===== config.mk =====
export PLATFORM = sky130hd
export DESIGN_NAME = isr_decoder
export DESIGN_NICKNAME = d
export VERILOG_FILES = /design/src/common/isr_decoder_pkg.sv /design/src/hdl/opcode_decode.sv /design/src/reg_select/src_select.sv /design/src/reg_select/dst_select.sv /design/src/hdl/alu_control.sv /design/src/hdl/isr_decoder.sv
export SDC_FILE = /design/constraint.sdc
export NUM_CORES = 1
export LEC_CHECK = 0
export BUFFER_PORTS_ARGS = -buffer_cell sky130_fd_sc_hd__buf_2
export CORE_UTILIZATION = 28
export DETAILED_ROUTE_END_ITERATION = 10
export SLEW_MARGIN = 20
export SYNTH_ARGS = -nofsm -noshare
export SYNTH_HDL_FRONTEND = slang
export SYNTH_SLANG_ARGS = --single-unit

===== constraint.sdc =====
create_clock -name vclk -period 3.7
set_clock_uncertainty 0.2 [all_clocks]
set_input_delay 0.37 -clock vclk [all_inputs]
set_output_delay 0.37 -clock vclk [all_outputs]
set_load 0.005 [all_outputs]

===== src/common/isr_decoder_pkg.sv =====
package isr_decoder_pkg;

    // operand addressing modes
    localparam logic [1:0] MODE_D  = 2'b00;
    localparam logic [1:0] MODE_I  = 2'b01;
    localparam logic [1:0] MODE_MI = 2'b10;
    localparam logic [1:0] MODE_IP = 2'b11;

    localparam logic [5:0] OPC_HLT = 6'b000000;
    localparam logic [5:0] OPC_CLR = 6'b000100;
    localparam logic [5:0] OPC_ASL = 6'b001000;
    localparam logic [5:0] OPC_ASR = 6'b001001;
    localparam logic [5:0] OPC_RLC = 6'b001010;
    localparam logic [5:0] OPC_RRC = 6'b001011;
    localparam logic [5:0] OPC_LSL = 6'b001100;
    localparam logic [5:0] OPC_LSR = 6'b001101;
    localparam logic [5:0] OPC_ROL = 6'b001110;
    localparam logic [5:0] OPC_ROR = 6'b001111;
    localparam logic [5:0] OPC_MOV = 6'b010000;
    localparam logic [5:0] OPC_JMP = 6'b010001;
    localparam logic [5:0] OPC_RET = 6'b010010;
    localparam logic [5:0] OPC_RIT = 6'b010011;
    localparam logic [5:0] OPC_ADD = 6'b010100;
    localparam logic [5:0] OPC_RJP = 6'b010101;
    localparam logic [5:0] OPC_ADC = 6'b010110;
    localparam logic [5:0] OPC_SUB = 6'b011000;
    localparam logic [5:0] OPC_SBC = 6'b011010;
    localparam logic [5:0] OPC_CMP = 6'b011011;
    localparam logic [5:0] OPC_OR  = 6'b100000;
    localparam logic [5:0] OPC_XOR = 6'b100001;
    localparam logic [5:0] OPC_AND = 6'b100010;
    localparam logic [5:0] OPC_BIT = 6'b100011;
    localparam logic [5:0] OPC_MUL = 6'b100100;
    localparam logic [5:0] OPC_JSR = 6'b101100;
    localparam logic [5:0] OPC_RJS = 6'b101101;
    localparam logic [5:0] OPC_SVC = 6'b101110;
    localparam logic [5:0] OPC_BRN = 6'b110000;
    localparam logic [5:0] OPC_BRZ = 6'b110001;
    localparam logic [5:0] OPC_BRV = 6'b110010;
    localparam logic [5:0] OPC_BRC = 6'b110011;
    localparam logic [5:0] OPC_RBN = 6'b111000;
    localparam logic [5:0] OPC_RBZ = 6'b111001;
    localparam logic [5:0] OPC_RBV = 6'b111010;
    localparam logic [5:0] OPC_RBC = 6'b111011;

    // nop class is matched on the upper four bits only
    localparam logic [3:0] GRP_NOP = 4'b0111;

    typedef union packed {
        logic [5:0] code;
        struct packed {
            logic [3:0] group;
            logic [1:0] sub;
        } grp;
    } opcode_u;

    typedef struct packed {
        opcode_u    opcode;
        logic [1:0] f_mode;
        logic [2:0] f_reg;
        logic [1:0] t_mode;
        logic [2:0] t_reg;
    } isr_t;

    typedef struct packed {
        logic if0, if1, ff0, ff1, ff2, tf0, tf1, ex1;
    } phase_t;

    typedef struct packed {
        logic n, z, v, c;
    } psw_t;

    typedef struct packed {
        logic hlt, clr;
        logic asl, asr, rlc, rrc, lsl, lsr, rol, ror;
        logic mov, jmp, ret, rit, add, rjp, adc, sub, sbc, cmp;
        logic or_inst, xor_inst, and_inst, bit_inst, mul;
        logic jsr, rjs, svc;
        logic brn, brz, brv, brc, rbn, rbz, rbv, rbc;
        logic nop;
    } op_flags_t;

    typedef struct packed {
        logic [7:0] reg_rd;
        logic       mda, b0b, smd, sma;
    } src_ctrl_t;

    typedef struct packed {
        logic [7:0] reg_wr;
        logic       sb0;
    } dst_ctrl_t;

    typedef struct packed {
        logic als, alu_x, alu_y, alu_z, alu_u, alu_v, shs;
        logic sft_a, sft_b, sft_c, sft_d, sft_e, sft_r, sft_l;
        logic set_psw;
    } alu_ctrl_t;

endpackage


===== src/hdl/opcode_decode.sv =====
module opcode_decode (
    input  isr_decoder_pkg::opcode_u   opcode,
    output isr_decoder_pkg::op_flags_t op
);
    import isr_decoder_pkg::*;

    assign op.hlt      = (opcode.code == OPC_HLT);
    assign op.clr      = (opcode.code == OPC_CLR);

    // shifts and rotates
    assign op.asl      = (opcode.code == OPC_ASL);
    assign op.asr      = (opcode.code == OPC_ASR);
    assign op.rlc      = (opcode.code == OPC_RLC);
    assign op.rrc      = (opcode.code == OPC_RRC);
    assign op.lsl      = (opcode.code == OPC_LSL);
    assign op.lsr      = (opcode.code == OPC_LSR);
    assign op.rol      = (opcode.code == OPC_ROL);
    assign op.ror      = (opcode.code == OPC_ROR);

    assign op.mov      = (opcode.code == OPC_MOV);
    assign op.jmp      = (opcode.code == OPC_JMP);
    assign op.ret      = (opcode.code == OPC_RET);
    assign op.rit      = (opcode.code == OPC_RIT);
    assign op.add      = (opcode.code == OPC_ADD);
    assign op.rjp      = (opcode.code == OPC_RJP);
    assign op.adc      = (opcode.code == OPC_ADC);
    assign op.sub      = (opcode.code == OPC_SUB);
    assign op.sbc      = (opcode.code == OPC_SBC);
    assign op.cmp      = (opcode.code == OPC_CMP);

    // logic ops and multiply
    assign op.or_inst  = (opcode.code == OPC_OR);
    assign op.xor_inst = (opcode.code == OPC_XOR);
    assign op.and_inst = (opcode.code == OPC_AND);
    assign op.bit_inst = (opcode.code == OPC_BIT);
    assign op.mul      = (opcode.code == OPC_MUL);

    assign op.jsr      = (opcode.code == OPC_JSR);
    assign op.rjs      = (opcode.code == OPC_RJS);
    assign op.svc      = (opcode.code == OPC_SVC);

    // conditional branches, absolute then relative
    assign op.brn      = (opcode.code == OPC_BRN);
    assign op.brz      = (opcode.code == OPC_BRZ);
    assign op.brv      = (opcode.code == OPC_BRV);
    assign op.brc      = (opcode.code == OPC_BRC);
    assign op.rbn      = (opcode.code == OPC_RBN);
    assign op.rbz      = (opcode.code == OPC_RBZ);
    assign op.rbv      = (opcode.code == OPC_RBV);
    assign op.rbc      = (opcode.code == OPC_RBC);

    // sub field is a don't care for the nop group
    assign op.nop      = (opcode.grp.group == GRP_NOP);

endmodule


===== src/reg_select/src_select.sv =====
module src_select (
    input  isr_decoder_pkg::phase_t    phase,
    input  isr_decoder_pkg::op_flags_t op,
    input  logic [1:0]                 f_mode,
    input  logic [2:0]                 f_reg,
    input  logic [1:0]                 t_mode,
    input  logic [2:0]                 t_reg,
    output isr_decoder_pkg::src_ctrl_t src
);
    import isr_decoder_pkg::*;

    logic       f_ip;
    logic       t_ip;
    logic [7:0] f_hit;
    logic [7:0] t_hit;
    logic [7:0] fixed_rd;
    logic       shift_op;
    logic       logic_op;
    logic       br_op;
    logic       rb_op;

    assign f_ip  = (f_mode == MODE_IP);
    assign t_ip  = (t_mode == MODE_IP);
    assign f_hit = 8'd1 << f_reg;
    assign t_hit = 8'd1 << t_reg;

    assign shift_op = op.asl | op.asr | op.rlc | op.rrc | op.lsl | op.lsr | op.rol | op.ror;
    assign logic_op = op.or_inst | op.xor_inst | op.and_inst | op.bit_inst;
    assign br_op    = op.brn | op.brz | op.brv | op.brc;
    assign rb_op    = op.rbn | op.rbz | op.rbv | op.rbc;

    // r7 is the pc, r6 the stack pointer
    assign fixed_rd = {phase.if0 | phase.if1 | (op.rjs & phase.ex1), op.ret | op.rit, 6'b0};

    assign src.reg_rd = ({8{phase.ff0}} & f_hit) |
                        ({8{phase.ff1 & f_ip}} & f_hit) |
                        ({8{phase.tf0}} & t_hit) |
                        ({8{phase.tf1 & t_ip}} & t_hit) |
                        fixed_rd;

    assign src.mda = phase.ff2 | shift_op | op.add | op.adc | op.rjp |
                     op.sub | op.sbc | op.cmp | logic_op | rb_op;

    assign src.b0b = op.mov | op.jmp | op.ret | op.rit | op.add | op.rjp | op.adc |
                     op.sub | op.sbc | op.cmp | logic_op |
                     op.jsr | op.rjs | op.svc | br_op | rb_op | phase.ex1;

    assign src.smd = phase.if0 | phase.ff0 | phase.tf0 | op.clr | shift_op | op.mov |
                     op.add | op.adc | op.rjp | op.sub | op.sbc |
                     op.or_inst | op.xor_inst | op.and_inst | op.jsr | op.rjs | op.svc;

    assign src.sma = phase.if0 | phase.ff0 | phase.tf0;

endmodule


===== src/reg_select/dst_select.sv =====
module dst_select (
    input  isr_decoder_pkg::phase_t    phase,
    input  isr_decoder_pkg::op_flags_t op,
    input  isr_decoder_pkg::psw_t      psw,
    input  logic [1:0]                 f_mode,
    input  logic [2:0]                 f_reg,
    input  logic [1:0]                 t_mode,
    input  logic [2:0]                 t_reg,
    output isr_decoder_pkg::dst_ctrl_t dst
);
    import isr_decoder_pkg::*;

    logic       f_ip;
    logic       t_ip;
    logic       t_d;
    logic [7:0] f_hit;
    logic [7:0] t_hit;
    logic       reg_op;
    logic       br_take;
    logic       pc_wr;

    assign f_ip  = (f_mode == MODE_IP);
    assign t_ip  = (t_mode == MODE_IP);
    assign t_d   = (t_mode == MODE_D);
    assign f_hit = 8'd1 << f_reg;
    assign t_hit = 8'd1 << t_reg;

    // opcodes that write their result back to a register destination
    assign reg_op = op.clr |
                    op.asl | op.asr | op.rlc | op.rrc | op.lsl | op.lsr | op.rol | op.ror |
                    op.mov | op.add | op.adc | op.rjp |
                    op.or_inst | op.xor_inst | op.and_inst;

    // taken branch when the selected flag is set
    assign br_take = ((op.brn | op.rbn) & psw.n) |
                     ((op.brz | op.rbz) & psw.z) |
                     ((op.brv | op.rbv) & psw.v) |
                     ((op.brc | op.rbc) & psw.c);

    assign pc_wr = op.jmp | op.ret | op.rit | br_take |
                   (phase.ex1 & (op.jsr | op.rjs | op.svc));

    assign dst.reg_wr = ({8{phase.ff0}} & f_hit) |
                        ({8{phase.ff1 & f_ip}} & f_hit) |
                        ({8{phase.tf1 & t_ip}} & t_hit) |
                        ({8{reg_op & t_d}} & t_hit) |
                        {pc_wr, 7'b0};

    assign dst.sb0 = phase.ff2;

endmodule


===== src/hdl/alu_control.sv =====
module alu_control (
    input  isr_decoder_pkg::phase_t    phase,
    input  isr_decoder_pkg::op_flags_t op,
    input  isr_decoder_pkg::psw_t      psw,
    input  logic [1:0]                 f_mode,
    output isr_decoder_pkg::alu_ctrl_t alu
);
    import isr_decoder_pkg::*;

    logic shift_op;
    logic logic_op;
    logic br_op;
    logic rb_op;
    logic arith_op;
    logic sub_op;

    assign shift_op = op.asl | op.asr | op.rlc | op.rrc | op.lsl | op.lsr | op.rol | op.ror;
    assign logic_op = op.or_inst | op.xor_inst | op.and_inst | op.bit_inst;
    assign br_op    = op.brn | op.brz | op.brv | op.brc;
    assign rb_op    = op.rbn | op.rbz | op.rbv | op.rbc;

    // mov up to cmp in opcode order
    assign arith_op = op.mov | op.jmp | op.ret | op.rit | op.add | op.rjp | op.adc |
                      op.sub | op.sbc | op.cmp;
    assign sub_op   = op.sub | op.sbc | op.cmp;

    assign alu.als = (|phase) | op.clr | arith_op | logic_op |
                     op.jsr | op.rjs | op.svc | br_op | rb_op;

    // minus-indexed source needs the decrement path
    assign alu.alu_x = (phase.ff0 & (f_mode == MODE_MI)) | sub_op;

    assign alu.alu_y = phase.if0 | phase.if1 | phase.ff0 | phase.ff2 |
                       phase.tf0 | phase.tf1 | phase.ex1 |
                       arith_op | op.jsr | op.rjs | op.svc | br_op;

    assign alu.alu_z = op.or_inst | rb_op;

    // carry in, forced for subtract and taken from psw for the with-carry forms
    assign alu.alu_u = phase.if1 | phase.tf1 | op.sub | op.cmp |
                       ((op.adc | op.sbc) & psw.c);

    assign alu.alu_v = alu.alu_y | op.xor_inst | rb_op;

    assign alu.shs   = shift_op;
    assign alu.sft_a = op.asr;
    assign alu.sft_b = op.rol;
    assign alu.sft_c = op.lsr | op.rol | op.rlc;
    assign alu.sft_d = op.ror;
    assign alu.sft_e = op.rlc | op.rrc;
    assign alu.sft_r = op.asr | op.ror | op.rrc;
    assign alu.sft_l = op.asr | op.lsr | op.rol | op.rlc;

    assign alu.set_psw = op.clr | shift_op | op.mov | op.add | op.adc |
                         sub_op | logic_op;

endmodule


===== src/hdl/isr_decoder.sv =====
module isr_decoder (
    input  isr_decoder_pkg::isr_t      isr,
    input  isr_decoder_pkg::phase_t    phase,
    input  isr_decoder_pkg::psw_t      psw,
    output isr_decoder_pkg::src_ctrl_t src,
    output isr_decoder_pkg::dst_ctrl_t dst,
    output isr_decoder_pkg::alu_ctrl_t alu
);
    import isr_decoder_pkg::*;

    op_flags_t  op;
    opcode_u    opcode;
    logic [1:0] f_mode;
    logic [2:0] f_reg;
    logic [1:0] t_mode;
    logic [2:0] t_reg;

    // isr fields
    assign opcode = isr.opcode;
    assign f_mode = isr.f_mode;
    assign f_reg  = isr.f_reg;
    assign t_mode = isr.t_mode;
    assign t_reg  = isr.t_reg;

    opcode_decode u_opcode_decode (.opcode(opcode), .op(op));

    src_select u_src_select (
        .phase(phase), .op(op), .f_mode(f_mode), .f_reg(f_reg),
        .t_mode(t_mode), .t_reg(t_reg), .src(src)
    );

    dst_select u_dst_select (
        .phase(phase), .op(op), .psw(psw), .f_mode(f_mode), .f_reg(f_reg),
        .t_mode(t_mode), .t_reg(t_reg), .dst(dst)
    );

    alu_control u_alu_control (
        .phase(phase), .op(op), .psw(psw), .f_mode(f_mode), .alu(alu)
    );

endmodule


**Yosys cells after proc, flatten, opt, wreduce, memory -nomap -nowiden**

Index checks and enable logic that the tools add are counted.

- Flip-flop bits (word level): 0
- Bits in latches: 0
- Memory bits (writable): 0
- ROM bits: 0
- Bits of input ports: 28
- Output and inout port bits: 36
- Logic and storage cells: 195
- Memories kept: 0

- Add/subtract/negate cells: 0
- Multipliers: 0
- Divide/modulo/power cells: 0
- Order comparisons: 0
- Eq/ne operators: 37
- Shifts and indexed selects: 2
- Mux-type cells: 0
- Bitwise gates (word level): 154
- Reductions and logical operators: 2

Operators with widths:

| kind | number |
|---|---|
| $or 1x1->1 | 131 |
| $eq 6x6->1 const B | 15 |
| $eq 6x5->1 const B | 10 |
| $or 8x8->8 | 7 |
| $eq 6x4->1 const B | 8 |
| $and 8x8->8 | 5 |
| $shl 1x3->8 const A | 2 |
| $and 1x1->1 | 11 |
| $reduce_or 8->1 | 1 |
| $eq 2x2->1 const B | 3 |
| $eq 6x3->1 const B | 1 |
| $logic_not 2->1 | 1 |

**Longest topological paths before layout**

- Word-level depth: 21
- Depth in mapped cells: 7
- Mapped depth without buffers: 6

**Cells and area by module**

From an unflattened synthesis, not the netlist that was laid out.

- Cell total of the unflattened synthesis: 181
- Area total of the unflattened synthesis: 1122.3 um^2

Modules (own cells, without submodules):

| module | times used | cells each | area each (um^2) | sequential area each (um^2) |
|---|---|---|---|---|
| opcode_decode | 1 | 60 | 341.6 | 0.0 |
| src_select | 1 | 45 | 307.8 | 0.0 |
| dst_select | 1 | 44 | 260.2 | 0.0 |
| alu_control | 1 | 32 | 212.7 | 0.0 |

**Least setup slack after synthesis**

Ideal clock, no wire load.

- Path type: input to output
- Start: in isr[10] (netlist bit)
- End: out dst[3] (netlist bit)
- Arrival: 1.491 ns
- Required time: 3.130 ns
- Slack: 1.639 ns
- Cell stages on the path: 6
- Buffers on the path: 1
- Cells stage by stage: buf_2 -> nor2_2 -> nor4b_4 -> a211oi_2 -> o31a_4 -> o31ai_2

RTL lines:

| what | line | text |
|---|---|---|
| from (decl) | isr_decoder.sv:2 | `input isr_decoder_pkg::isr_t isr,` |
| to (decl) | isr_decoder.sv:6 | `output isr_decoder_pkg::dst_ctrl_t dst,` |

==> flow_summary.yaml <==
global_route:
  grt_pass1_vias: 941
  antenna_found_initial: 0
  overflow: 0
  grt_max_degree: 18
  grt_util_all_layers_pct: 15.4
  grt_pass1_wl_um: 4320
clocking:
  ctsHoldBuffers: 0
  post_cts_buffers: 0
  post_cts_resized: 0
placement:
  preCtsSetupSlack_ps: 1280
  place.gp.congestion: 0.798
  io_buffer_count: 64
  dp_hpwl_um: 2280
setup_path:
  cp-start-kind: "input pin"
  path_max_fanout: 13
  crit_required_ps: 3130
  crit_arrival_ps: 1850
  endpoint_kind: "output pin"
  critical_path.startpoint: "isr[14]"
  crit_type: "in2out"
drt:
  drc_errors: 0
  ant_nets: 0
  highest_layer: "met4"
  viasPerCell: 5.18
  wl_met2_um: 1240
  via_count: 1218
  wl_met3_um: 206
  dr.pass1.iters: 4
  wl_per_cell_um: 11.9
  wl_met1_um: 1310
  wl_um: 2790
  dr.first_iter.drc_count: 73
sta:
  slew_headroom_pct: 62.5
  finalSetupViolCount: 0
  finalCritPeriodShare_pct: 65.4
  worst_slew_pin_slew_ps: 560
  fmax_mhz: 413
  fin_setup_tns_ps: 0
  rsz0062_at_grt: "no"
  fin_ws_ps: 1280
  layout_min_cycle_time_ps: 2420
  slew_violations: 0
  hold_viol_final: 0
synth:
  netlist_area_um2: 898
  avgSynthCellArea_um2: 6.42
  syn_inst: 140
  seq_area_frac_synth_pct: 0
  synth_cell_types: 48
  ys_warn_count: 0
  syn-num-nets: 168
final_layout:
  nets: 221
  regArea_um2: 0
  sequential_cell_total: 0
  area_delta_synth_final_pct: 33.8
  drive_above_1_share_pct: 41.4
  final_cell_mix: "64 x buf_2, 20 x nand2_1, 12 x nor2_1"
  mostFrequentLayoutCell: "buf_2"
  final_util_pct: 39.4
  antenna_cells: 0
  nClkBuffers: 0
min_path:
  hold_end: "dst[0]"
  min_from: "phase[3]"
  hold_class: "in2out"
  holdPathStages: 2
floorplanning:
  dieArea_mm2: 0.00344
  num_rows: 20
  fp.dieW_um: 58.6
  coreArea_mm2: 0.00305
  fp.dieH_um: 58.6
  io_pins: 64
  initial_core_util_pct: 29.4
status:
  status: "finished clean"
pwr:
  leakage_nw: 0.594
  peakVddDrop_mv: 0.0427
  powerDensity_mw_per_mm2: 101
flow_run:
  maxCapViolCount: 0
[synthesized netlist by cell type (3+ instances only)]
master | n | area, um^2
a21oi_1 | 4 | 20.0
nor2_1 | 12 | 45.0
and3_1 | 4 | 25.0
nand2_1 | 20 | 75.1
nor2b_1 | 5 | 31.3
nand2b_1 | 8 | 50.1
o31ai_2 | 4 | 50.1
nand3_1 | 7 | 35.0
inv_1 | 8 | 30.0
o31ai_1 | 4 | 30.0
a31oi_1 | 3 | 18.8
o21ai_0 | 8 | 40.0
buf_2 | 6 | 30.0
clkbuf_1 | 4 | 15.0
[where the power goes]
group	switching [W]	internal [W]	total, W	leakage [nW]
sequential	0	0	0	0
clock	0	0	0	0
combinational	0.0000698	0.0000517	0.000122	0.594
total	0.0000698	0.0000517	0.000122	0.594
[final cells by class]
| cell class | instances | area (um^2) |
|---|---|---|
| Fill cell | 359 | 1850 |
| Inverter | 9 | 33.8 |
| Multi-Input combinational cell | 118 | 793 |
| Tap cell | 44 | 55.1 |
| Timing Repair Buffer | 64 | 320 |
[how the worst max path moves through the flow]
stage / end / slack (ps) / depth (start not counted)
after global routing: alu[14] / 1100 / 7
after detailed placement: dst[7] / 1280 / 7
after CTS: dst[7] / 1280 / 7
after global placement: dst[7] / 1270 / 7
after floorplan: dst[3] / 1640 / 6
final: dst[7] / 1280 / 7
[cells by family after synthesis]
logic type	synth area share [%]
buffers and inverters	11.7
AND/OR/NAND/NOR	41.4
multiplexers	4.74
XOR/XNOR	1.95
AO/OA/AOI/OAI	40.3
[layer usage]
metal | GRT usage (%) | vias to the layer above
met5 | 0 | -
met4 | 2.72 | 0
met3 | 1.32 | 4
met2 | 23.3 | 51
met1 | 23.6 | 546
li1 | - | 617
[per-stage QoR]
step / std cells / hold WS, ps / instance area (um^2) / total power (W)
after detailed placement: 235 / 741 / 1200 / 0.000121
after global placement: 235 / 742 / 1200 / 0.000122
final: 235 / 740 / 1200 / 0.000122
after global routing: 235 / 753 / 1200 / 0.000135
after floorplan: 140 / 621 / 898 / 0.0000783
after CTS: 235 / 741 / 1200 / 0.000122
[worst max-delay path, cell delays in order]
cell,delay (ps)
buf_2,240
nand2b_1,190
mux2i_1,210
a211oi_2,120
o31a_4,350
o31ai_2,220
buf_2,140
(Power assumes the default switching activity.)
